--- config.mk ---
export PLATFORM = sky130hd
export DESIGN_NAME = l2_refill
export DESIGN_NICKNAME = d
export VERILOG_FILES = /design/src/logic/l2_cache_pkg.sv /design/src/logic/l2_refill.sv
export SDC_FILE = /design/constraint.sdc
export NUM_CORES = 1
export LEC_CHECK = 0
export ABC_AREA = 1
export BUFFER_PORTS_ARGS = -buffer_cell sky130_fd_sc_hd__buf_2
export CORE_AREA = 2 2 84 86
export CTS_BUF_LIST = sky130_fd_sc_hd__clkbuf_8
export CTS_CLUSTER_SIZE = 40
export DETAILED_ROUTE_END_ITERATION = 12
export DIE_AREA = 0 0 86 88
export PLACE_DENSITY_LB_ADDON = 0.25
export SYNTH_ARGS = -nofsm -noshare
export SYNTH_HDL_FRONTEND = slang
export SYNTH_SLANG_ARGS = --single-unit
export TNS_END_PERCENT = 5
--- constraint.sdc ---
create_clock -name clk -period 1.05 [get_ports clk]
set_input_delay 0.105 -clock clk [delete_from_list [all_inputs] [get_ports clk]]
set_output_delay 0.105 -clock clk [all_outputs]
set_load 0.01 [all_outputs]
--- src/logic/l2_cache_pkg.sv ---
// =====================================
// Cache geometry, address fields,
// controller states and channel structs
// =====================================

package l2_cache_pkg;

	// Address and beat widths
	localparam int ADDR_W = 32;
	localparam int BEAT_W = 64;
	// 16 beats of 8 bytes make a 128-byte line
	localparam int LINE_BEATS = 16;
	localparam int OFFSET_W = $clog2(LINE_BEATS * BEAT_W / 8);
	localparam int SETS = 32;
	localparam int SET_W = $clog2(SETS);
	// Tag is whatever sits above set and offset
	localparam int TAG_W = ADDR_W - SET_W - OFFSET_W;

	typedef logic [ADDR_W-1:0] addr_t;
	typedef logic [BEAT_W-1:0] beat_t;
	typedef logic [$clog2(LINE_BEATS)-1:0] beat_idx_t;
	typedef logic [SET_W-1:0] set_idx_t;
	typedef logic [TAG_W-1:0] tag_t;

	// Read-address payload, len is beats minus one
	typedef struct packed {
		addr_t      addr;
		logic [7:0] len;
	} rd_req_t;

	// Read-data beat, shared by client and memory side
	typedef struct packed {
		beat_t data;
		logic  last;
	} rd_beat_t;

	typedef enum logic [2:0] {
		st_idle,
		st_check,
		st_refill,
		st_resp,
		st_fence
	} ctrl_state_t;

	// Address field helpers
	function automatic tag_t addr_tag(input addr_t a);
		return a[ADDR_W-1 -: TAG_W];
	endfunction

	function automatic set_idx_t addr_set(input addr_t a);
		return a[OFFSET_W +: SET_W];
	endfunction

	function automatic beat_idx_t addr_beat(input addr_t a);
		return a[OFFSET_W-1 -: $bits(beat_idx_t)];
	endfunction

	// First byte of the line holding a
	function automatic addr_t line_base(input addr_t a);
		return {a[ADDR_W-1:OFFSET_W], {OFFSET_W{1'b0}}};
	endfunction

endpackage

--- src/logic/l2_refill.sv ---
// =====================================
// Line fill engine, memory AR and R
// channels and the fill beat counter
// =====================================

`timescale 1ns/10ps

module l2_refill #(
	parameter int WAYS = 4
) (
	input  logic                    clk,
	input  logic                    rst_n,
	input  logic                    fill_start,
	input  l2_cache_pkg::addr_t     fill_addr,
	input  logic [WAYS-1:0]         victim_way,
	input  logic                    mem_ar_ready,
	input  l2_cache_pkg::rd_beat_t  mem_r,
	input  logic                    mem_r_valid,
	output l2_cache_pkg::addr_t     mem_araddr,
	output logic                    mem_ar_valid,
	output logic                    mem_r_ready,
	output logic                    fill_done,
	output logic                    wr_en,
	output logic [WAYS-1:0]         wr_way,
	output l2_cache_pkg::set_idx_t  wr_set,
	output l2_cache_pkg::beat_idx_t wr_beat,
	output l2_cache_pkg::beat_t     wr_data
);
	import l2_cache_pkg::*;

	// Line-aligned burst address
	addr_t line_q;
	// Next beat slot within the line
	beat_idx_t beat_q;

	assign mem_araddr = line_q;

	// Every accepted memory beat goes straight into the victim way
	assign wr_en = mem_r_valid && mem_r_ready;
	assign wr_way = victim_way;
	assign wr_set = addr_set(line_q);
	assign wr_beat = beat_q;
	assign wr_data = mem_r.data;
	assign fill_done = wr_en && mem_r.last;

	always_ff @(posedge clk) begin
		if (!rst_n) begin
			mem_ar_valid <= 1'b0;
			mem_r_ready <= 1'b0;
			beat_q <= '0;
		end else if (fill_start) begin
			mem_ar_valid <= 1'b1;
			mem_r_ready <= 1'b1;
			beat_q <= '0;
		end else begin
			if (mem_ar_valid && mem_ar_ready)
				mem_ar_valid <= 1'b0;
			if (wr_en)
				beat_q <= beat_q + 1'b1;
			// Burst ends on the beat flagged last
			if (fill_done)
				mem_r_ready <= 1'b0;
		end
	end

	always_ff @(posedge clk) begin
		if (fill_start)
			line_q <= fill_addr;
	end

endmodule

==> results of run 1 <==
layer usage:
metal | vias up | share of wire, %
li1 | 500 | -
met1 | 481 | 33
met2 | 90 | 49
met3 | 26 | 13
met4 | 0 | 3.7
met5 | - | 0
state kept, by name, indices dropped and copies added (netlist names):
name / count
mem_ar_valid: 1
mem_araddr: 32
mem_r_ready: 1
wr_beat: 4
cell usage in the layout, fill, tap and decap left out, drive strengths merged:
master,n
nand3,2
clkinvlp,1
dlygate4sd3,32
dfxtp,6
buf,87
nor2,7
inv,9
o21ai,3
clkinv,2
a21oi,4
edfxtp,32
nand2,7
clkbuf,5
ha,1
worst paths after layout:
| kind | from | end | slack (ns) | cells after the start |
|---|---|---|---|---|
| worst min-delay path | mem_ar_ready | mem_ar_valid$_SDFFE_PN0P_ | 0.09 | 4 |
| worst max-delay path | mem_r_ready$_SDFFE_PN0P_ | fill_done | 0.05 | 3 |
| worst max register to register | mem_r_ready$_SDFFE_PN0P_ | wr_beat[3]$_SDFFE_PP0P_ | 0.10 | 6 |
| worst min register to register | mem_ar_valid$_SDFFE_PN0P_ | mem_ar_valid$_SDFFE_PN0P_ | 0.48 | 2 |
worst max-delay path, cell delays in order, from the launching register on:
cell	delay, ns
dfxtp_2	0.36
nand2_4	0.06
nor2_1	0.07
buf_2	0.13
synthesized netlist by cell type, drive strengths merged:
cell,instances,share of area (%)
a21oi,4,1.1
nor2,7,1.6
buf,73,31
nand2,7,1.8
nand3,2,0.56
edfxtp,32,54
ha,1,0.70
o21ai,3,0.84
inv,9,1.9
dfxtp,6,6.7
timing repair:
action                                  4_1_cts  5_1_grt
endpoints found under the hold margin        32        0
buffers inserted                              1        1
gates resized for setup                       2        0
endpoints found under the setup margin        2        1
pin swaps                                     0        1
hold buffers                                 32        0
cell type report:
cell class	count	area, µm²
flip-flops and latches	38	1080
multi-input cells	24	123
clock inverters	3	16.3
repair buffers	119	793
well taps	80	100
fillers	660	4430
clock buffers	5	68.8
inverters	9	33.8
cell families (layout without fill, tap and decap cells):
| kind of cell | Yosys count | after routing |
|---|---|---|
| buf+inv | 82 | 136 |
| compound gates | 7 | 7 |
| simple gates | 16 | 16 |
| fa+ha+maj | 1 | 1 |
| flops | 38 | 38 |
power by group through the flow:
stage          Sequential, mW  Clock, mW  Combinational, mW
6_report                 1.78      0.937              0.432
3_3_place_gp             1.81          0              0.336
4_1_cts                  1.78       1.01              0.434
3_5_place_dp             1.82          0              0.335
5_1_grt                  1.79       1.07              0.469
2_1_floorplan            1.88          0              0.322
==> flow_metrics.tcl, run 1 <==
set metrics [dict create \
    synth-simple-area-share_pct 3.94 \
    grt_first_pass_wirelength_um 5160 \
    swShare_pct 22.5 \
    antenna_found_initial 0 \
    drt_first_pass_iters 4 \
    rows 30 \
    met2_usage_pct 15.4 \
    htree_levels 2 \
    numCtsBuffers 5 \
    yosys.area_share.adder_pct 0.703 \
    clkLatencyLatePin_ns 0.28 \
    cts.sinks 38 \
    clk_pin_slew_worst_paths_ns 0.07 \
    first_global_vias 994 \
    grt_most_used_layer "met2" \
    gr-usage-all-layers_pct 9.53 \
    ys_types 13 \
    hold_violations 0 \
    synth-xor-area-share_pct 0 \
    core_um2 6640 \
    ys_warn_count 0 \
    grtUsageMet3_pct 5.84 \
    worstPathRequired_ns 0.94 \
    p_per_area_nw_per_um2 1420 \
    cp-start-kind "flop" \
    switchingPower_mw 0.709 \
    vias 1097 \
    ir_drop_uv 483 \
    dpl_cell_area_um2 1790 \
    final_max_slew_viol_count 0 \
    post-route-period-util_pct 95.6 \
    drt_iter0_markers 18 \
    max_cap_violations 0 \
    worstSetupPathType "reg2out" \
    hold_slack_ns 0.0855 \
    met1_usage_pct 8.72 \
    internal_power_mw 2.44 \
    hold_class "in2reg" \
    synth_top_family_by_area "buffers and inverters" \
    fin_cells 278 \
    totalWireLength_um 4010 \
    pwr-share-comb_pct 13.7 \
    ioPinCount 219 \
    root_buffer "clkbuf_8" \
    cts_tree "built" \
    dp_cells 236 \
    synthToLayoutAreaGrowth_pct 24.5 \
    p_leak_nw 0.993 \
    synth-compound-area-share_pct 1.97 \
    overflow 0 \
    status "finished clean" \
    tightest_slew_ns 0.219 \
    setup_viol 0 \
    grt_max_degree 15 \
    ys_ff_latch 38 \
    seq_power_share_pct 56.6 \
    die-width_um 86 \
    cp_max_fo 4 \
    die_area_um2 7570 \
    timing.final.ws_setup_ns 0.0464 \
    drive_gt1_share_pct 50.0 \
    antenna_left 0 \
    gp_congestion 0.633 \
    skew_ns 0.000418 \
    clockPowerShare_pct 29.7 \
    diodes 0 \
    via_per_inst 3.95 \
    synth_seq_area_share_pct 60.7 \
    hpwl_um 3020 \
    rsz0062_at_grt "yes" \
    syn_area_um2 1780 \
    critPathCaptureType "output pin" \
    place_ws_ns 0.102 \
    wire_per_inst_um 14.4 \
    max_freq_ghz 0.996 \
    maxSlewHeadroom_pct 85.3 \
    synth_mux_area_share_pct 0 \
    clk_path_buf_depth 2 \
    timing.setup.tns_ns 0 \
    syn_avg_cell_area_um2 12.4 \
    die_h_um 88 \
    nets 304 \
    syn-num-nets 251 \
    initial_core_util_pct 26.8 \
    layout_min_cycle_time_ns 1.00 \
    cp.arrival_ns 0.90 \
    fin_util_pct 33.4 \
    io_buffers 82 \
    synthCells 144 \
    power_mw 3.15 \
    drc 0 \
    final_area_um2 2220 \
]
(Power assumes the default switching activity.)
==> run 2, diff against run 1 <==
Settings changed: BUFFER_PORTS_ARGS -buffer_cell sky130_fd_sc_hd__buf_2 to not set, DONT_BUFFER_PORTS set to 1.
Clock period 1.05 ns to 0.9 ns, I/O delays scaled along.
==> run 2 against run 1 <==
- routed wire length rose by 23%
- first-iteration DRC count rose by 44%
- final area fell by 17%
- register-to-register slack got worse by 0.08 ns
- combinational power fell by 57%
- die area did not move
- the run now ends with hold timing, setup timing left
- cell count fell by 28%
- core utilization fell by 5.6 points
- non-clock buffer count fell by 77
- clock power rose by 22%
==> flow_metrics.tcl, run 2 (same netlist as run 1, synthesis figures left out) <==
set metrics [dict create \
    status "complete, but fails checks" \
    violations "hold timing, setup timing" \
    final_cell_mix "dlygate4sd3_1 (36), edfxtp_1 (32), inv_1 (8)" \
    cp_max_fo 7 \
    nets 227 \
    wire_per_inst_um 24.5 \
    drc 0 \
    hold_violations 32 \
    fin_util_pct 27.7 \
    p_per_area_nw_per_um2 1910 \
    cts_tree "built" \
    worstSetupPathType "reg2out" \
    cp-start-kind "flop" \
    largest_reg_flops 32 \
    ioPinCount 219 \
    first_global_vias 863 \
    timing.final.ws_setup_ns -0.0503 \
    gr-usage-all-layers_pct 12.2 \
    reg2reg_to "wr_beat[1]$_SDFFE_PP0P_" \
    final_max_slew_viol_count 0 \
    rows 30 \
    hold-path-endpoint "mem_araddr[27]$_DFFE_PP_" \
    setup_viol 2 \
    max_freq_ghz 1.05 \
    diodes 0 \
    hold_slack_ns -0.0890 \
    drive_gt1_share_pct 18.2 \
    ctsHoldBuffers 36 \
    root_buffer "clkbuf_8" \
    place_ws_ns 0.00965 \
    timing.setup.tns_ns -0.0971 \
    layout_min_cycle_time_ns 0.950 \
    antenna_found_initial 0 \
    io_buffers 0 \
    r2r-start "wr_beat[0]$_SDFFE_PP0P_" \
    clkLatencyLatePin_ns 0.28 \
    grt_max_degree 35 \
    hpwl_um 3980 \
    p_leak_nw 0.679 \
    maxSlewHeadroom_pct 85.2 \
    whs_path_depth 0 \
    clk_pin_slew_worst_paths_ns 0.08 \
    drt_iter0_markers 26 \
    grt_first_pass_wirelength_um 6260 \
    clk_path_buf_depth 2 \
    max_cap_violations 0 \
    post-route-period-util_pct 106 \
    gp_congestion 0.802 \
    via_per_inst 4.21 \
    skew_ns 0.000512 \
    totalWireLength_um 4920 \
    r2r_cells 3 \
    core_um2 6640 \
    hold_class "in2reg" \
    final_common_cell "dlygate4sd3_1" \
    rsz0062_at_grt "yes" \
    die_h_um 88 \
    synthToLayoutAreaGrowth_pct 3.44 \
    antenna_left 0 \
    drt_first_pass_iters 6 \
    die_area_um2 7570 \
    hp-start "fill_start" \
    cts.sinks 38 \
    tightest_slew_ns 0.223 \
    overflow 0 \
    reg2reg_slack_ns 0.02 \
    htree_levels 2 \
    cp.arrival_ns 0.86 \
    critPathCaptureType "output pin" \
    vias 847 \
    numCtsBuffers 5 \
    die-width_um 86 \
    ir_drop_uv 490 \
    initial_core_util_pct 26.8 \
    worstPathRequired_ns 0.81 \
]
run 2: cell count changes in the layout (fill, tap and decap cells not counted), sizes merged:
cell / previous run / this run
buf: 87 / 6
dlygate4sd3: 32 / 36
run 2: layout make-up:
class,count,area (µm²)
repair buffers,42,409
well taps,80,100
fillers,662,4800
clock buffers,5,68.8
flip-flops and latches,38,1090
inverters,9,36.3
clock inverters,3,16.3
multi-input cells,24,125
run 2: what timing repair did:
item / CTS / global route
setup buffers: 1 / 0
resized for setup: 6 / 0
pin swaps: 2 / 1
cloned: 0 / 0
endpoints found under the hold margin: 70 / 33
setup endpoints to repair: 4 / 10
run 2: routing by layer:
layer | routed length, µm | GRT usage (%) | vias up
met3 | 1260 | 15.9 | 7
met1 | 1080 | 7.54 | 356
met4 | 36 | 3.75 | 2
li1 | - | - | 345
met5 | 57 | 5.19 | -
met2 | 2490 | 19.9 | 137
run 2: critical path: stages (launching register included):
cell	delay, ns
dfxtp_2	0.33
nand2_4	0.10
inv_4	0.04
buf_6	0.11
run 2: how the worst max path moves through the flow:
stage	depth (start not counted)	to	startpoint
after floorplan	5	wr_beat[3]$_SDFFE_PP0P_	mem_r_ready$_SDFFE_PN0P_
after global placement	3	wr_beat[1]$_SDFFE_PP0P_	wr_beat[0]$_SDFFE_PP0P_
after detailed placement	3	wr_beat[1]$_SDFFE_PP0P_	wr_beat[0]$_SDFFE_PP0P_
after CTS	3	wr_en	mem_r_ready$_SDFFE_PN0P_
after global routing	3	wr_en	mem_r_ready$_SDFFE_PN0P_
final	3	wr_en	mem_r_ready$_SDFFE_PN0P_
run 2: per-stage QoR:
stage               total power, mW  cell area [µm²]  std cells
floorplan                      2.57             1780        144
finish                         3.51             1840        201
global route                   3.68             1840        201
detailed placement             2.28             1370        156
global placement               2.28             1370        156
CTS                            3.59             1840        201
run 2: where the power goes:
group | internal, mW | leakage, nW | total, mW | switching (mW)
Combinational | 0.131 | 0.274 | 0.187 | 0.0561
Clock | 0.530 | 0.0416 | 1.14 | 0.607
Sequential | 2.05 | 0.364 | 2.19 | 0.133
Total | 2.72 | 0.679 | 3.51 | 0.795
==> run 3, diff against run 2 <==
Settings changed: CORE_AREA 2 2 84 86 to 2 2 86 88, DIE_AREA 0 0 86 88 to 0 0 88 90.
Clock period 0.9 ns to 1.2 ns, I/O delays scaled along.
==> run 3 against run 2 <==
- the flow finishes with violations (hold timing)
- clock power fell by 32%
- core utilization is 1.9 points lower
- worst hold slack better by 0.038 ns
- flip-flop and latch count did not move
- die area increased by 4.7%
- sequential power fell by 26%
- clock-buffer cell count stayed put
- cell count rose by 7.0%
- setup slack improved by 0.15 ns
- sequential share of layout area grew 0.77 points
- non-clock buffer count is 4 lower
- power is 28% lower
- critical endpoint is now fill_done
- largest cell class unchanged
- highest routed layer is now met4
==> flow_metrics.tcl, run 3 (same netlist as run 1, synthesis figures left out) <==
set metrics [dict create \
    post-route-period-util_pct 91.8 \
    p_per_area_nw_per_um2 1400 \
    cp_max_fo 7 \
    ioPinCount 219 \
    rsz0062_at_grt "no" \
    place_ws_ns 0.248 \
    drc 0 \
    clk_pin_slew_worst_paths_ns 0.07 \
    initial_core_util_pct 25.4 \
    whs_path_depth 0 \
    antenna_found_initial 0 \
    final_cell_mix "dlygate4sd3_1 (35), edfxtp_1 (32), inv_1 (8)" \
    final_common_cell "dlygate4sd3_1" \
    cp.arrival_ns 0.98 \
    hold_class "in2reg" \
    ir_drop_uv 256 \
    maxSlewHeadroom_pct 85.2 \
    p_leak_nw 0.655 \
    first_global_vias 742 \
    violations "hold timing" \
    overflow 0 \
    core_um2 7020 \
    fill_cells 706 \
    critPathSlowestCell "dfxtp_1" \
    worstPathRequired_ns 1.08 \
    die_h_um 90 \
    vias 795 \
    timing.setup.tns_ns 0 \
    swShare_pct 20.5 \
    wire_per_inst_um 13.4 \
    seq_power_share_pct 64.4 \
    clockPowerShare_pct 30.7 \
    clkLatencyLatePin_ns 0.28 \
    io_buffers 0 \
    r2r_cells 5 \
    rows 31 \
    gr-usage-all-layers_pct 6.62 \
    switchingPower_mw 0.520 \
    synthToLayoutAreaGrowth_pct 1.76 \
    hpwl_um 2000 \
    drt_first_pass_iters 4 \
    reg2reg_slack_ns 0.23 \
    fin_util_pct 25.8 \
    cp-start-kind "flop" \
    max_freq_ghz 0.907 \
    antenna_left 0 \
    r2r-start "mem_r_ready$_SDFFE_PN0P_" \
    hp-start "fill_start" \
    root_buffer "clkbuf_8" \
    grt_max_degree 35 \
    largest_reg_flops 32 \
    critPathCaptureType "output pin" \
    worstSetupPathType "reg2out" \
    diodes 0 \
    max_stage_delay_ns 0.41 \
    drt_iter0_markers 22 \
    pwr-share-comb_pct 4.9 \
    ctsHoldBuffers 36 \
    post_cts.repair.setup_buffers 0 \
    internal_power_mw 2.02 \
    skew_ns 0.000363 \
    setup_viol 0 \
    hold_violations 33 \
    die-width_um 88 \
    layout_min_cycle_time_ns 1.10 \
    max_cap_violations 0 \
    final_max_slew_viol_count 0 \
    htree_levels 2 \
    timing.final.ws_setup_ns 0.0979 \
    status "complete, but fails checks" \
    grt_first_pass_wirelength_um 3850 \
    drive_gt1_share_pct 13.8 \
    gp_congestion 0.614 \
    totalWireLength_um 2870 \
    numCtsBuffers 5 \
    cts_tree "built" \
    via_per_inst 3.70 \
    die_area_um2 7920 \
    cts.sinks 38 \
    tightest_slew_ns 0.223 \
    clk_path_buf_depth 2 \
    hold-path-endpoint "mem_araddr[2]$_DFFE_PP_" \
    nets 223 \
    crit_chain "nand2_2, nor2_2" \
    reg2reg_to "wr_beat[3]$_SDFFE_PP0P_" \
    hold_slack_ns -0.0507 \
]
==> run 3: changes by cell type in the layout (fill, tap and decap cells not counted), sizes merged <==
| cell | previous run | this run |
|---|---|---|
| buf | 6 | 3 |
| clkinvlp | 1 | 0 |
| dlygate4sd3 | 36 | 35 |
==> run 3: repair_timing <==
| item | 4_1_cts | 5_1_grt |
|---|---|---|
| hold endpoints to repair | 68 | 32 |
| gates resized for setup | 0 | 2 |
| endpoints found under the setup margin | 0 | 2 |
==> run 3: metrics by stage <==
step	hold slack [ns]	power, mW	area [µm²]	std cells
6_report	-0.0507	2.54	1810	215
3_5_place_dp	0.219	1.70	1380	173
5_1_grt	-0.0764	2.66	1810	215
2_1_floorplan	0.219	1.93	1780	144
4_1_cts	-0.0621	2.58	1820	216
3_3_place_gp	0.219	1.70	1380	173
==> run 3: routing by layer <==
metal,part of all wire [%],vias to the layer above,routed length [µm],track usage [%]
met3,15,31,437,4.41
met4,6.1,0,174,6.79
li1,-,336,-,-
met5,0,-,0,0
met2,46,79,1320,10.0
met1,33,349,939,5.35
==> run 3: worst max path at each step <==
| stage | from | to | slack [ns] | depth (start not counted) |
|---|---|---|---|---|
| 3_5_place_dp | mem_r_ready$_SDFFE_PN0P_ | wr_beat[3]$_SDFFE_PP0P_ | 0.25 | 5 |
| 2_1_floorplan | wr_beat[1]$_SDFFE_PP0P_ | wr_beat[1]$_SDFFE_PP0P_ | 0.26 | 3 |
| 4_1_cts | mem_ar_valid$_SDFFE_PN0P_ | mem_ar_valid$_SDFFE_PN0P_ | 0.02 | 3 |
| 6_report | mem_r_ready$_SDFFE_PN0P_ | fill_done | 0.1 | 2 |
| 5_1_grt | mem_r_ready$_SDFFE_PN0P_ | fill_done | 0.03 | 2 |
| 3_3_place_gp | mem_r_ready$_SDFFE_PN0P_ | wr_beat[3]$_SDFFE_PP0P_ | 0.27 | 5 |
==> run 3: worst max-delay path, delay by kind of cell, from the launching register on <==
kind             cells  cell delay (ns)
DFF                  1             0.41
and+or+nand+nor      2             0.29
==> run 3: power by group through the flow <==
| stage | clock network (mW) | registers [mW] | logic [mW] |
|---|---|---|---|
| after floorplan | 0 | 1.65 | 0.281 |
| after global placement | 0 | 1.67 | 0.0312 |
| after CTS | 0.819 | 1.63 | 0.127 |
| after detailed placement | 0 | 1.67 | 0.0316 |
| final | 0.779 | 1.63 | 0.124 |
| after global routing | 0.878 | 1.65 | 0.135 |
==> run 3: area by class of cell <==
| cell class | count | area (µm²) | area share [%] |
|---|---|---|---|
| clock inverters | 2 | 10.0 | 0.552 |
| well taps | 99 | 124 | 6.84 |
| multi-input cells | 24 | 120 | 6.63 |
| clock buffers | 5 | 68.8 | 3.80 |
| repair buffers | 38 | 373 | 20.6 |
| flip-flops and latches | 38 | 1080 | 59.7 |
| inverters | 9 | 33.8 | 1.86 |
