<file path="src/logic/l2_cache_pkg.sv">
// =====================================
// Cache geometry, address fields,
// controller states and channel structs
// =====================================

package l2_cache_pkg;

	// Address and beat widths
	localparam int ADDR_W = 32;
	localparam int BEAT_W = 64;
	// 16 beats of 8 bytes make a 128-byte line
	localparam int LINE_BEATS = 16;
	localparam int OFFSET_W = $clog2(LINE_BEATS * BEAT_W / 8);
	localparam int SETS = 32;
	localparam int SET_W = $clog2(SETS);
	// Tag is whatever sits above set and offset
	localparam int TAG_W = ADDR_W - SET_W - OFFSET_W;

	typedef logic [ADDR_W-1:0] addr_t;
	typedef logic [BEAT_W-1:0] beat_t;
	typedef logic [$clog2(LINE_BEATS)-1:0] beat_idx_t;
	typedef logic [SET_W-1:0] set_idx_t;
	typedef logic [TAG_W-1:0] tag_t;

	// Read-address payload, len is beats minus one
	typedef struct packed {
		addr_t      addr;
		logic [7:0] len;
	} rd_req_t;

	// Read-data beat, shared by client and memory side
	typedef struct packed {
		beat_t data;
		logic  last;
	} rd_beat_t;

	typedef enum logic [2:0] {
		st_idle,
		st_check,
		st_refill,
		st_resp,
		st_fence
	} ctrl_state_t;

	// Address field helpers
	function automatic tag_t addr_tag(input addr_t a);
		return a[ADDR_W-1 -: TAG_W];
	endfunction

	function automatic set_idx_t addr_set(input addr_t a);
		return a[OFFSET_W +: SET_W];
	endfunction

	function automatic beat_idx_t addr_beat(input addr_t a);
		return a[OFFSET_W-1 -: $bits(beat_idx_t)];
	endfunction

	// First byte of the line holding a
	function automatic addr_t line_base(input addr_t a);
		return {a[ADDR_W-1:OFFSET_W], {OFFSET_W{1'b0}}};
	endfunction

endpackage

</file>
<file path="src/logic/l2_cache_ctrl.sv">
// =====================================
// Cache controller FSM, request lock,
// hit/miss decision and fence handling
// =====================================

`timescale 1ns/10ps

module l2_cache_ctrl #(
	parameter int WAYS = 4
) (
	input  logic                  clk,
	input  logic                  rst_n,
	input  l2_cache_pkg::rd_req_t ar,
	input  logic                  ar_valid,
	input  logic                  fence,
	input  logic [WAYS-1:0]       hit_way,
	input  logic                  fill_done,
	input  logic                  resp_done,
	output logic                  ar_ready,
	output logic                  fence_done,
	output l2_cache_pkg::addr_t   lookup_addr,
	output logic                  alloc,
	output logic                  flush,
	output logic                  fill_start,
	output l2_cache_pkg::addr_t   fill_addr,
	output logic                  resp_start,
	output logic [WAYS-1:0]       resp_way,
	output l2_cache_pkg::rd_req_t resp_req
);
	import l2_cache_pkg::*;

	ctrl_state_t state_q;
	ctrl_state_t state_d;
	rd_req_t req_q;
	logic in_check;
	logic hit;

	assign in_check = (state_q == st_check);
	assign hit = |hit_way;

	// Tags are always looked up with the locked request
	assign lookup_addr = req_q.addr;

	// Hit in check accepts the request and starts streaming
	assign ar_ready = in_check && hit;
	assign resp_start = in_check && hit;
	assign resp_way = hit_way;
	assign resp_req = req_q;

	// Miss claims a victim and fetches the whole line
	assign alloc = in_check && !hit;
	assign fill_start = in_check && !hit;
	assign fill_addr = line_base(req_q.addr);

	// One cycle in fence clears every valid bit
	assign flush = (state_q == st_fence);
	assign fence_done = (state_q == st_fence);

	always_comb begin
		state_d = state_q;
		case (state_q)
			st_idle: begin
				// Fence wins over a pending read
				if (fence)
					state_d = st_fence;
				else if (ar_valid)
					state_d = st_check;
			end
			st_check:
				state_d = hit ? st_resp : st_refill;
			st_refill:
				// Recheck once the last beat is written
				if (fill_done)
					state_d = st_check;
			st_resp:
				if (resp_done)
					state_d = st_idle;
			st_fence:
				state_d = st_idle;
			default:
				state_d = st_idle;
		endcase
	end

	always_ff @(posedge clk) begin
		if (!rst_n)
			state_q <= st_idle;
		else
			state_q <= state_d;
	end

	// Request held from leaving idle until the response ends
	always_ff @(posedge clk) begin
		if (state_q == st_idle && state_d == st_check)
			req_q <= ar;
	end

endmodule

</file>
<file path="config.mk">
export PLATFORM = sky130hd
export DESIGN_NAME = l2_cache_ctrl
export DESIGN_NICKNAME = d
export VERILOG_FILES = /design/src/logic/l2_cache_pkg.sv /design/src/logic/l2_cache_ctrl.sv
export SDC_FILE = /design/constraint.sdc
export NUM_CORES = 1
export LEC_CHECK = 0
export ABC_AREA = 1
export BUFFER_PORTS_ARGS = -buffer_cell sky130_fd_sc_hd__buf_2
export CAP_MARGIN = 5
export CORE_MARGIN = 3
export CORE_UTILIZATION = 34
export DETAILED_ROUTE_END_ITERATION = 7
export PLACE_DENSITY_LB_ADDON = 0.25
export SLEW_MARGIN = 10
export SYNTH_ARGS = -nofsm -noshare
export SYNTH_HDL_FRONTEND = slang
export SYNTH_SLANG_ARGS = --single-unit
</file>
<file path="constraint.sdc">
create_clock -name clk -period 2 [get_ports clk]
set_clock_uncertainty 0.1 [all_clocks]
set_input_delay 0.2 -clock clk [delete_from_list [all_inputs] [get_ports clk]]
set_output_delay 0.2 -clock clk [all_outputs]
set_load 0.01 [all_outputs]
</file>
==> impl_metrics.yaml, run 1 <==
route:
  wl_per_cell_um: 12.0
  wirelength_met1_um: 1460
  dr.pass1.iters: 4
  via_count: 1413
  met3_length_um: 530
  drt_iter0_drc: 38
  drc: 0
  top_layer: "met4"
  routed_wl_um: 4330
  viasPerCell: 3.94
  wl_met2_um: 2300
  postRouteAntennaNets: 0
flow_run:
  maxCapViolations: 0
sta:
  fmax_mhz: 672
  rsz0062_at_grt: "false"
  setup_ws_ps: 513
  setup-violations-final: 0
  maxSlewViolCount: 0
  whs_ps: 73.7
  period_share_pct: 74.4
  hold_viol: 0
  tns_ps: 0
  period_minus_slack_ps: 1490
power:
  power.leakage_nw: 1.35
  ir_drop_mv: 0.323
  p_per_area_nw_per_um2: 742
clocking:
  cts_sinks: 43
  ctsResizeCount: 0
  path_clk_slew_ps: 70
  cts.htree.levels: 2
  clk_latency_ps: 280
  cts_inserted_buffers: 5
  clk_path_buf_depth: 2
  cts_tree: "done"
  root_buffer: "clkbuf_8"
grt:
  grt_pass1_wl_um: 5930
  grt_antenna_before_repair: 0
  track_usage_pct: 11.9
  overflow: 0
  first_global_vias: 1273
  grt_max_degree: 23
yosys:
  netlist_instances: 148
  synth_top_area_share_pct: 62.0
  synth-edff-count: 40
  avgSynthCellArea_um2: 13.1
  ys_types: 13
  synth_most_common_cell: "buf_4"
  synth.top_cells.by_count: "buf_4 (71), edfxtp_1 (40), nor2_1 (12)"
  ys_ff_latch: 43
  synthFlopType: "edfxtp_1"
  synth_area_um2: 1940
  yosysTopAreaCell: "edfxtp_1"
  ys_seq_area_share_pct: 65.1
  synth_area_leaders: "edfxtp_1 (62%), buf_4 (28%), dfxtp_1 (3.1%), nor2_1 (2.3%), nand2_1 (1.4%)"
  synthArstFlopShare_pct: 0
  ys_warn_count: 0
outcome:
  status: "finished clean"
floorplanning:
  dieArea_um2: 6640
  ioPinCount: 164
  fp.dieW_um: 81.5
  core-area_um2: 5300
  die_height_um: 81.5
  start_util_pct: 36.5
  fp-row-count: 26
finish:
  register_area_um2: 1260
  final_core_util_pct: 52.6
  multi_input_area_um2: 139
  area_delta_synth_final_pct: 44.1
  drive_gt1_share_pct: 58.5
  fin_area_um2: 2790
  nFillCells: 474
  nets: 338
  n_antenna_cell: 0
worst_setup_path:
  cp_top_family: "flip-flops"
  regToRegSetupSlack_ps: 590
  cp.depth: 6
  reg2reg_to: "resp_req[2]"
  endpoint_kind: "output port"
  critPathBufInv: 3
  worstPathArrival_ps: 1190
  cp_data_required_time_ps: 1700
  crit_path_start_kind: "register"
  crit_fanout: 4
  r2r-start: "state_q[0]"
  crit_chain: "inv_2 > nand2_1 > nor2_2 > inv_1 > nor2_1 > buf_2"
  cp_slowest_cell: "dfxtp_1"
  path_class: "reg -> out"
  cpPeakStageDelay_ps: 340
  reg2reg_depth: 6
placement:
  dpl_worst_slack_ps: 583
  port_buffers: 156
  placed_area_um2: 2310
  routabilityCongestion: 0.673
  dp_hpwl_um: 3220
min_path:
  holdPathStages: 3
  whs_endpoint: "state_q[1]"
  worstHoldStart: "rst_n"
  worstHoldPathType: "in -> reg"
[worst max path at each step]
stage | startpoint | end | slack (ps)
2_1_floorplan | state_q[0] | lookup_addr[0] | 130
3_3_place_gp | state_q[0] | resp_req[2] | 620
3_5_place_dp | state_q[0] | lookup_addr[12] | 580
4_1_cts | state_q[1] | alloc | 490
5_1_grt | state_q[1] | fill_start | 410
6_report | state_q[1] | alloc | 510
[worst reg2reg max path: stages (launching register included)]
cell      delay [ps]
dfxtp_1          330
inv_2             90
nand2_2           70
nor2_2            90
nand2_1           80
clkinv_1          60
buf_4            270
[placed cells by master, fill, tap and decap left out]
cell type,netlist,routed
buf_4,71,2
clkbuf_8,0,5
buf_2,0,156
clkinv_2,0,1
inv_2,2,2
nand4_1,1,1
dlygate4sd3_1,0,40
conb_1,1,7
nand2_1,7,7
and3_1,1,1
nor2_2,2,2
nor2_1,12,12
edfxtp_1,40,40
clkbuf_1,0,2
nand3_1,2,2
inv_1,5,4
dfxtp_1,3,3
clkinv_1,0,1
nand2_2,1,1
[power by group]
part | total (mW) | switching (mW) | internal [mW] | leakage (nW)
registers | 1.11 | 0.0369 | 1.08 | 0.396
clock network | 0.512 | 0.267 | 0.245 | 0.0422
logic | 0.448 | 0.238 | 0.210 | 0.910
[sequential cells by signal, indices dropped and copies added (netlist names)]
name and cells:
lookup_addr 32, resp_req 8, state_q 3
[final cells by class]
class	count	area share, %
inverter	7	0.941
clock inverter	1	0.179
sequential	43	45.2
tap	70	3.14
timing repair buffer	198	42.9
clock buffer	7	2.73
multi-input combinational	33	4.98
[cell families after synthesis]
| logic type | Yosys count | synth area share (%) |
|---|---|---|
| other | 1 | 0.194 |
| buffers and inverters | 78 | 28.9 |
| AND/OR/NAND/NOR | 26 | 5.81 |
| flip-flops | 43 | 65.1 |
[per-stage QoR]
| stage | instances | total power, mW |
|---|---|---|
| after CTS | 358 | 2.11 |
| after global routing | 359 | 2.20 |
| final | 359 | 2.07 |
| after detailed placement | 311 | 1.53 |
| after floorplan | 154 | 1.44 |
| after global placement | 311 | 1.52 |
[layer usage]
metal  track usage [%]  vias up
li1                  -      683
met3              3.95        4
met1              11.8      627
met5                 0        -
met4              3.55        0
met2              23.2       99
[what timing repair did]
action / in CTS / in global routing
hold buffers: 39 / 1
hold endpoints to repair: 39 / 1
endpoints found under the setup margin: 0 / 0
setup buffers: 0 / 0
(Power assumes the default switching activity.)
==> run 2, diff against run 1 <==
--- a/config.mk
+++ b/config.mk
@@ -5,11 +5,11 @@
 export SDC_FILE = /design/constraint.sdc
 export NUM_CORES = 1
 export LEC_CHECK = 0
-export ABC_AREA = 1
+export ABC_AREA = 0
 export BUFFER_PORTS_ARGS = -buffer_cell sky130_fd_sc_hd__buf_2
 export CAP_MARGIN = 5
 export CORE_MARGIN = 3
-export CORE_UTILIZATION = 34
+export CORE_UTILIZATION = 38
 export DETAILED_ROUTE_END_ITERATION = 7
 export PLACE_DENSITY_LB_ADDON = 0.25
 export SLEW_MARGIN = 10
==> constraint.sdc (replaced) <==
create_clock -name clk -period 1.52 [get_ports clk]
set_clock_uncertainty 0.1 [all_clocks]
set_input_delay 0.152 -clock clk [delete_from_list [all_inputs] [get_ports clk]]
set_output_delay 0.152 -clock clk [all_outputs]
set_load 0.01 [all_outputs]
==> run 2 against run 1 <==
Effect of this change: critical path depth is 1 lower; global-route usage is 2.3 points higher; utilization is 5.9 points higher; combinational power hardly changed; clock-buffer cell count stayed put; via count is 3.3% lower; synthesized cell count is 10% lower; total power is 22% higher.
==> impl_metrics.yaml, run 2 <==
finish:
  nFillCells: 411
  largest_reg_flops: 32
  final_common_cell: "buf_2"
  n_antenna_cell: 0
  area_delta_synth_final_pct: 46.9
  drive_gt1_share_pct: 61.8
  final_cell_mix: "buf_2 (156), dlygate4sd3_1 (41), edfxtp_1 (40), conb_1 (7), clkbuf_8 (5)"
  fin_cells: 342
  nets: 324
sta:
  setup_ws_ps: 77.6
  tns_ps: 0
  period_share_pct: 94.9
  fmax_mhz: 693
  hold_viol: 0
  period_minus_slack_ps: 1440
  maxSlewViolCount: 0
  setup-violations-final: 0
  whs_ps: 13.1
  rsz0062_at_grt: "false"
worst_setup_path:
  crit_chain: "dlygate4sd3_1 > buf_2 > nand3b_1 > clkinvlp_4 > buf_12"
  reg2reg_to: "lookup_addr[28]"
  endpoint_kind: "register"
  cp_slowest_cell: "dlygate4sd3_1"
  cpPeakStageDelay_ps: 530
  cp-endpoint: "lookup_addr[28]"
  critPathBufInv: 4
  regToRegSetupSlack_ps: 90
  reg2reg_depth: 4
  path_class: "in -> reg"
  crit_fanout: 22
  worstPathArrival_ps: 1340
  cp_top_family: "buffers and inverters"
  startpoint: "fence"
  cp.depth: 5
  crit_path_start_kind: "input port"
  r2r-start: "state_q[2]"
  cp_data_required_time_ps: 1420
route:
  postRouteAntennaNets: 0
  via_count: 1367
  routed_wl_um: 4260
  viasPerCell: 4.00
  wl_per_cell_um: 12.5
  drc: 0
  dr.pass1.iters: 4
  drt_iter0_drc: 43
outcome:
  status: "finished clean"
placement:
  dpl_worst_slack_ps: 91.8
  routabilityCongestion: 0.682
  port_buffers: 156
  dp_cells: 293
grt:
  first_global_vias: 1339
  grt_pass1_wl_um: 6610
  overflow: 0
  grt_max_degree: 23
  grt_antenna_before_repair: 0
  track_usage_pct: 14.2
power:
  power.leakage_nw: 1.31
  p_total_mw: 2.53
  p_per_area_nw_per_um2: 903
  ir_drop_mv: 0.412
floorplanning:
  die_height_um: 76.8
  dieArea_um2: 5900
  start_util_pct: 39.8
  fp-row-count: 25
  ioPinCount: 164
  fp.dieW_um: 76.8
  core-area_um2: 4790
yosys:
  muxShareOfSynthArea_pct: 0
  synth_area_um2: 1910
  ys_warn_count: 0
  synth_top_family_by_area: "buffers and inverters"
  ys_ff_latch: 43
  avgSynthCellArea_um2: 14.3
  synthArstFlopShare_pct: 0
  synth_compound_gate_area_share_pct: 0.722
  synth_top_area_share_pct: 63.0
  synth_most_common_cell: "buf_4"
  yosys.area_share.xor_xnor_pct: 0
  synth-simple-area-share_pct: 4.59
  synth_area_leaders: "edfxtp_1 (63%), buf_4 (28%), dfxtp_1 (3.1%), nand3b_1 (1.2%), nor3_2 (0.52%)"
  synthFlopType: "edfxtp_1"
  synthAdderAreaFrac_pct: 0
  netlist_instances: 133
  synth-edff-count: 40
  yosysTopAreaCell: "edfxtp_1"
  synth.top_cells.by_count: "buf_4 (71), edfxtp_1 (40), dfxtp_1 (3), nand3b_1 (3)"
  ys_types: 17
  ys_seq_area_share_pct: 66.1
clocking:
  cts_sinks: 43
  path_clk_slew_ps: 70
  clk_path_buf_depth: 2
  cts_inserted_buffers: 5
  cts_tree: "done"
  root_buffer: "clkbuf_8"
  clk_latency_ps: 290
  cts.htree.levels: 2
  ctsResizeCount: 0
min_path:
  worstHoldPathType: "in -> reg"
  holdPathStages: 2
flow_run:
  maxCapViolations: 0
[run 2: changes by cell type after synthesis, moves of 2 or more]
cell | previous run | this run
inv_1 | 5 | 2
inv_2 | 2 | 0
nand2_1 | 7 | 2
nand3_1 | 2 | 0
nand3b_1 | 0 | 3
nor2_1 | 12 | 2
[run 2: kinds of logic (layout without fill, tap and decap cells)]
family	count (synthesis)	count (layout)
simple gates	14	14
other cells	1	7
compound gates	2	2
buf+inv	73	209
flops	43	43
[run 2: power breakdown]
part / total, mW / internal [mW] / switching [mW]
combinational: 0.448 / 0.234 / 0.214
clock: 0.671 / 0.322 / 0.348
sequential: 1.41 / 1.37 / 0.0373
[run 2: repair_timing]
item | in CTS | in global routing
hold buffers | 41 | 0
setup buffers | 0 | 0
hold endpoints to repair | 41 | 0
[run 2: per-layer routing]
metal / vias up / routed length [µm] / GRT usage (%)
met2: 93 / 2350 / 27.7
met3: 7 / 447 / 4.81
li1: 653 / - / -
met5: - / 0 / 0
met4: 0 / 74 / 5.62
met1: 614 / 1390 / 13.3
[run 2: worst min-delay path by stage]
stage,from,endpoint,slack [ps]
global route,rst_n,state_q[2],7
detailed placement,ar[11],lookup_addr[3],230
CTS,rst_n,state_q[2],8
floorplan,ar[8],lookup_addr[0],150
global placement,ar[10],lookup_addr[2],230
finish,rst_n,state_q[2],10
[run 2: cell type report]
type	instances	area [µm²]	area share (%)
Multi-Input combinational cell	23	128	4.56
Sequential cell	43	1270	45.2
Timing Repair Buffer	199	1230	43.9
Clock buffer	7	76.3	2.72
Inverter	2	11.3	0.402
Clock inverter	1	5.00	0.179
Tap cell	67	83.8	2.99
[run 2: per-stage QoR]
step	utilization (%)	instance area, µm²
floorplan	-	1940
global placement	48.3	2310
detailed placement	48.3	2310
CTS	58.5	2800
global route	58.5	2800
finish	58.5	2800
==> run 3, diff against run 2 <==
--- a/config.mk
+++ b/config.mk
@@ -12,6 +12,7 @@
 export CORE_UTILIZATION = 38
 export DETAILED_ROUTE_END_ITERATION = 7
 export PLACE_DENSITY_LB_ADDON = 0.25
+export RECOVER_POWER = 50
 export SLEW_MARGIN = 10
 export SYNTH_ARGS = -nofsm -noshare
 export SYNTH_HDL_FRONTEND = slang
==> run 3 against run 2 <==
Effect of this change: total power fell by 0.60%; register-to-register slack about the same; worst hold slack is essentially flat; utilization decreased by 1.4 points; global-route usage did not move; die area is the same; sequential share of layout area grew 1.1 points; setup slack better by 0.66 ps; cell count unchanged; critical path depth stayed put; critical path type unchanged; critical endpoint is now lookup_addr[31]; largest power group unchanged; highest routed layer unchanged.
==> impl_metrics.yaml, run 3 (synthesis results as in run 2) <==
route:
  postRouteAntennaNets: 0
  routed_wl_um: 4300
  dr.pass1.iters: 4
  drc: 0
  via_count: 1372
  drt_iter0_drc: 43
  wl_per_cell_um: 12.6
  viasPerCell: 4.01
placement:
  port_buffers: 156
  dpl_worst_slack_ps: 91.8
  routabilityCongestion: 0.682
sta:
  period_share_pct: 94.8
  whs_ps: 13.3
  hold_viol: 0
  setup_ws_ps: 78.3
  fmax_mhz: 694
  rsz0062_at_grt: "false"
  setup-violations-final: 0
  period_minus_slack_ps: 1440
  maxSlewViolCount: 0
worst_setup_path:
  cp_data_required_time_ps: 1420
  cp.depth: 5
  path_class: "in -> reg"
  r2r-start: "state_q[2]"
  cp_top_family: "buffers and inverters"
  reg2reg_to: "lookup_addr[31]"
  endpoint_kind: "register"
  crit_fanout: 22
  reg2reg_depth: 4
  critPathBufInv: 4
  crit_chain: "dlygate4sd3_1 > buf_2 > nand3b_1 > clkinvlp_4 > buf_12"
  crit_path_start_kind: "input port"
  worstPathArrival_ps: 1340
  cpPeakStageDelay_ps: 530
  regToRegSetupSlack_ps: 90
  cp_slowest_cell: "dlygate4sd3_1"
power:
  swShare_pct: 24.0
  p_clk_share_pct: 26.7
  p_total_mw: 2.51
  intPower_mw: 1.91
  pwr-share-comb_pct: 17.1
  ir_drop_mv: 0.407
  p_per_area_nw_per_um2: 919
  seq_power_share_pct: 56.2
  power.leakage_nw: 1.17
  p_switching_uw: 602
clocking:
  cts.htree.levels: 2
  cts_setup_buffers: 0
  root_buffer: "clkbuf_8"
  path_clk_slew_ps: 70
  clk_path_buf_depth: 2
  clk_latency_ps: 290
  cts_inserted_buffers: 5
  cts_tree: "done"
  cts_sinks: 43
grt:
  grt_antenna_before_repair: 0
  grt_pass1_wl_um: 6610
  first_global_vias: 1339
  grt_max_degree: 23
  overflow: 0
  track_usage_pct: 14.2
finish:
  nets: 324
  area_delta_synth_final_pct: 43.4
  final_cell_mix: "buf_2 (103), clkbuf_1 (55), dlygate4sd3_1 (41), edfxtp_1 (40), conb_1 (7)"
  n_antenna_cell: 0
  final_common_cell: "buf_2"
  drive_gt1_share_pct: 42.5
  final_core_util_pct: 57.2
  largest_reg_flops: 32
floorplanning:
  ioPinCount: 164
  start_util_pct: 39.8
  fp-row-count: 25
  core-area_um2: 4790
  die_height_um: 76.8
  dieArea_um2: 5900
  fp.dieW_um: 76.8
min_path:
  worstHoldPathType: "in -> reg"
  whs_endpoint: "state_q[2]"
  worstHoldStart: "rst_n"
  holdPathStages: 2
outcome:
  status: "finished clean"
flow_run:
  maxCapViolations: 0
run 3: what timing repair did:
item / 4_1_cts / 5_1_grt
gates resized for setup: 0 / 0
hold buffers: 41 / 0
endpoints found under the hold margin: 41 / 0
setup endpoints to repair: 0 / 0
run 3: through the flow:
step	instances	setup TNS [ps]	cell area, µm²
2_1_floorplan	139	-3440	1940
3_3_place_gp	293	0	2310
3_5_place_dp	293	0	2310
4_1_cts	342	0	2800
5_1_grt	342	0	2740
6_report	342	0	2740
run 3: per-layer routing:
metal,GRT usage [%],share of wire (%),up-vias,wire length [µm]
met3,4.81,11,7,458
li1,-,-,653,-
met5,0,0,-,0
met2,27.7,55,93,2350
met1,13.3,33,619,1420
met4,5.62,1.7,0,74
run 3: worst reg2reg max path: cells and delay by family (launching register included):
kind / cells / cell delay, ps
flip-flops: 1 / 340
AND/OR/NAND/NOR: 2 / 370
buffers and inverters: 2 / 320
run 3: worst max path at each step:
stage | from | end | slack (ps)
floorplan | state_q[1] | lookup_addr[0] | -90
finish | fence | lookup_addr[31] | 80
global route | state_q[2] | lookup_addr[15] | 10
global placement | state_q[2] | lookup_addr[28] | 150
CTS | state_q[2] | lookup_addr[31] | 80
detailed placement | state_q[2] | lookup_addr[16] | 90
run 3: cell type report:
class                           instances  area [µm²]
Timing Repair Buffer                  199        1160
Sequential cell                        43        1270
Fill cell                             451        2050
Tap cell                               67        83.8
Clock inverter                          1        5.00
Inverter                                2        11.3
Clock buffer                            7        76.3
Multi-Input combinational cell         23         128
run 3: power groups by stage:
stage,Combinational [mW],Clock (mW),Sequential (mW)
2_1_floorplan,0.234,0,1.47
3_3_place_gp,0.364,0,1.43
3_5_place_dp,0.367,0,1.44
4_1_cts,0.451,0.699,1.41
5_1_grt,0.464,0.744,1.42
6_report,0.430,0.671,1.41
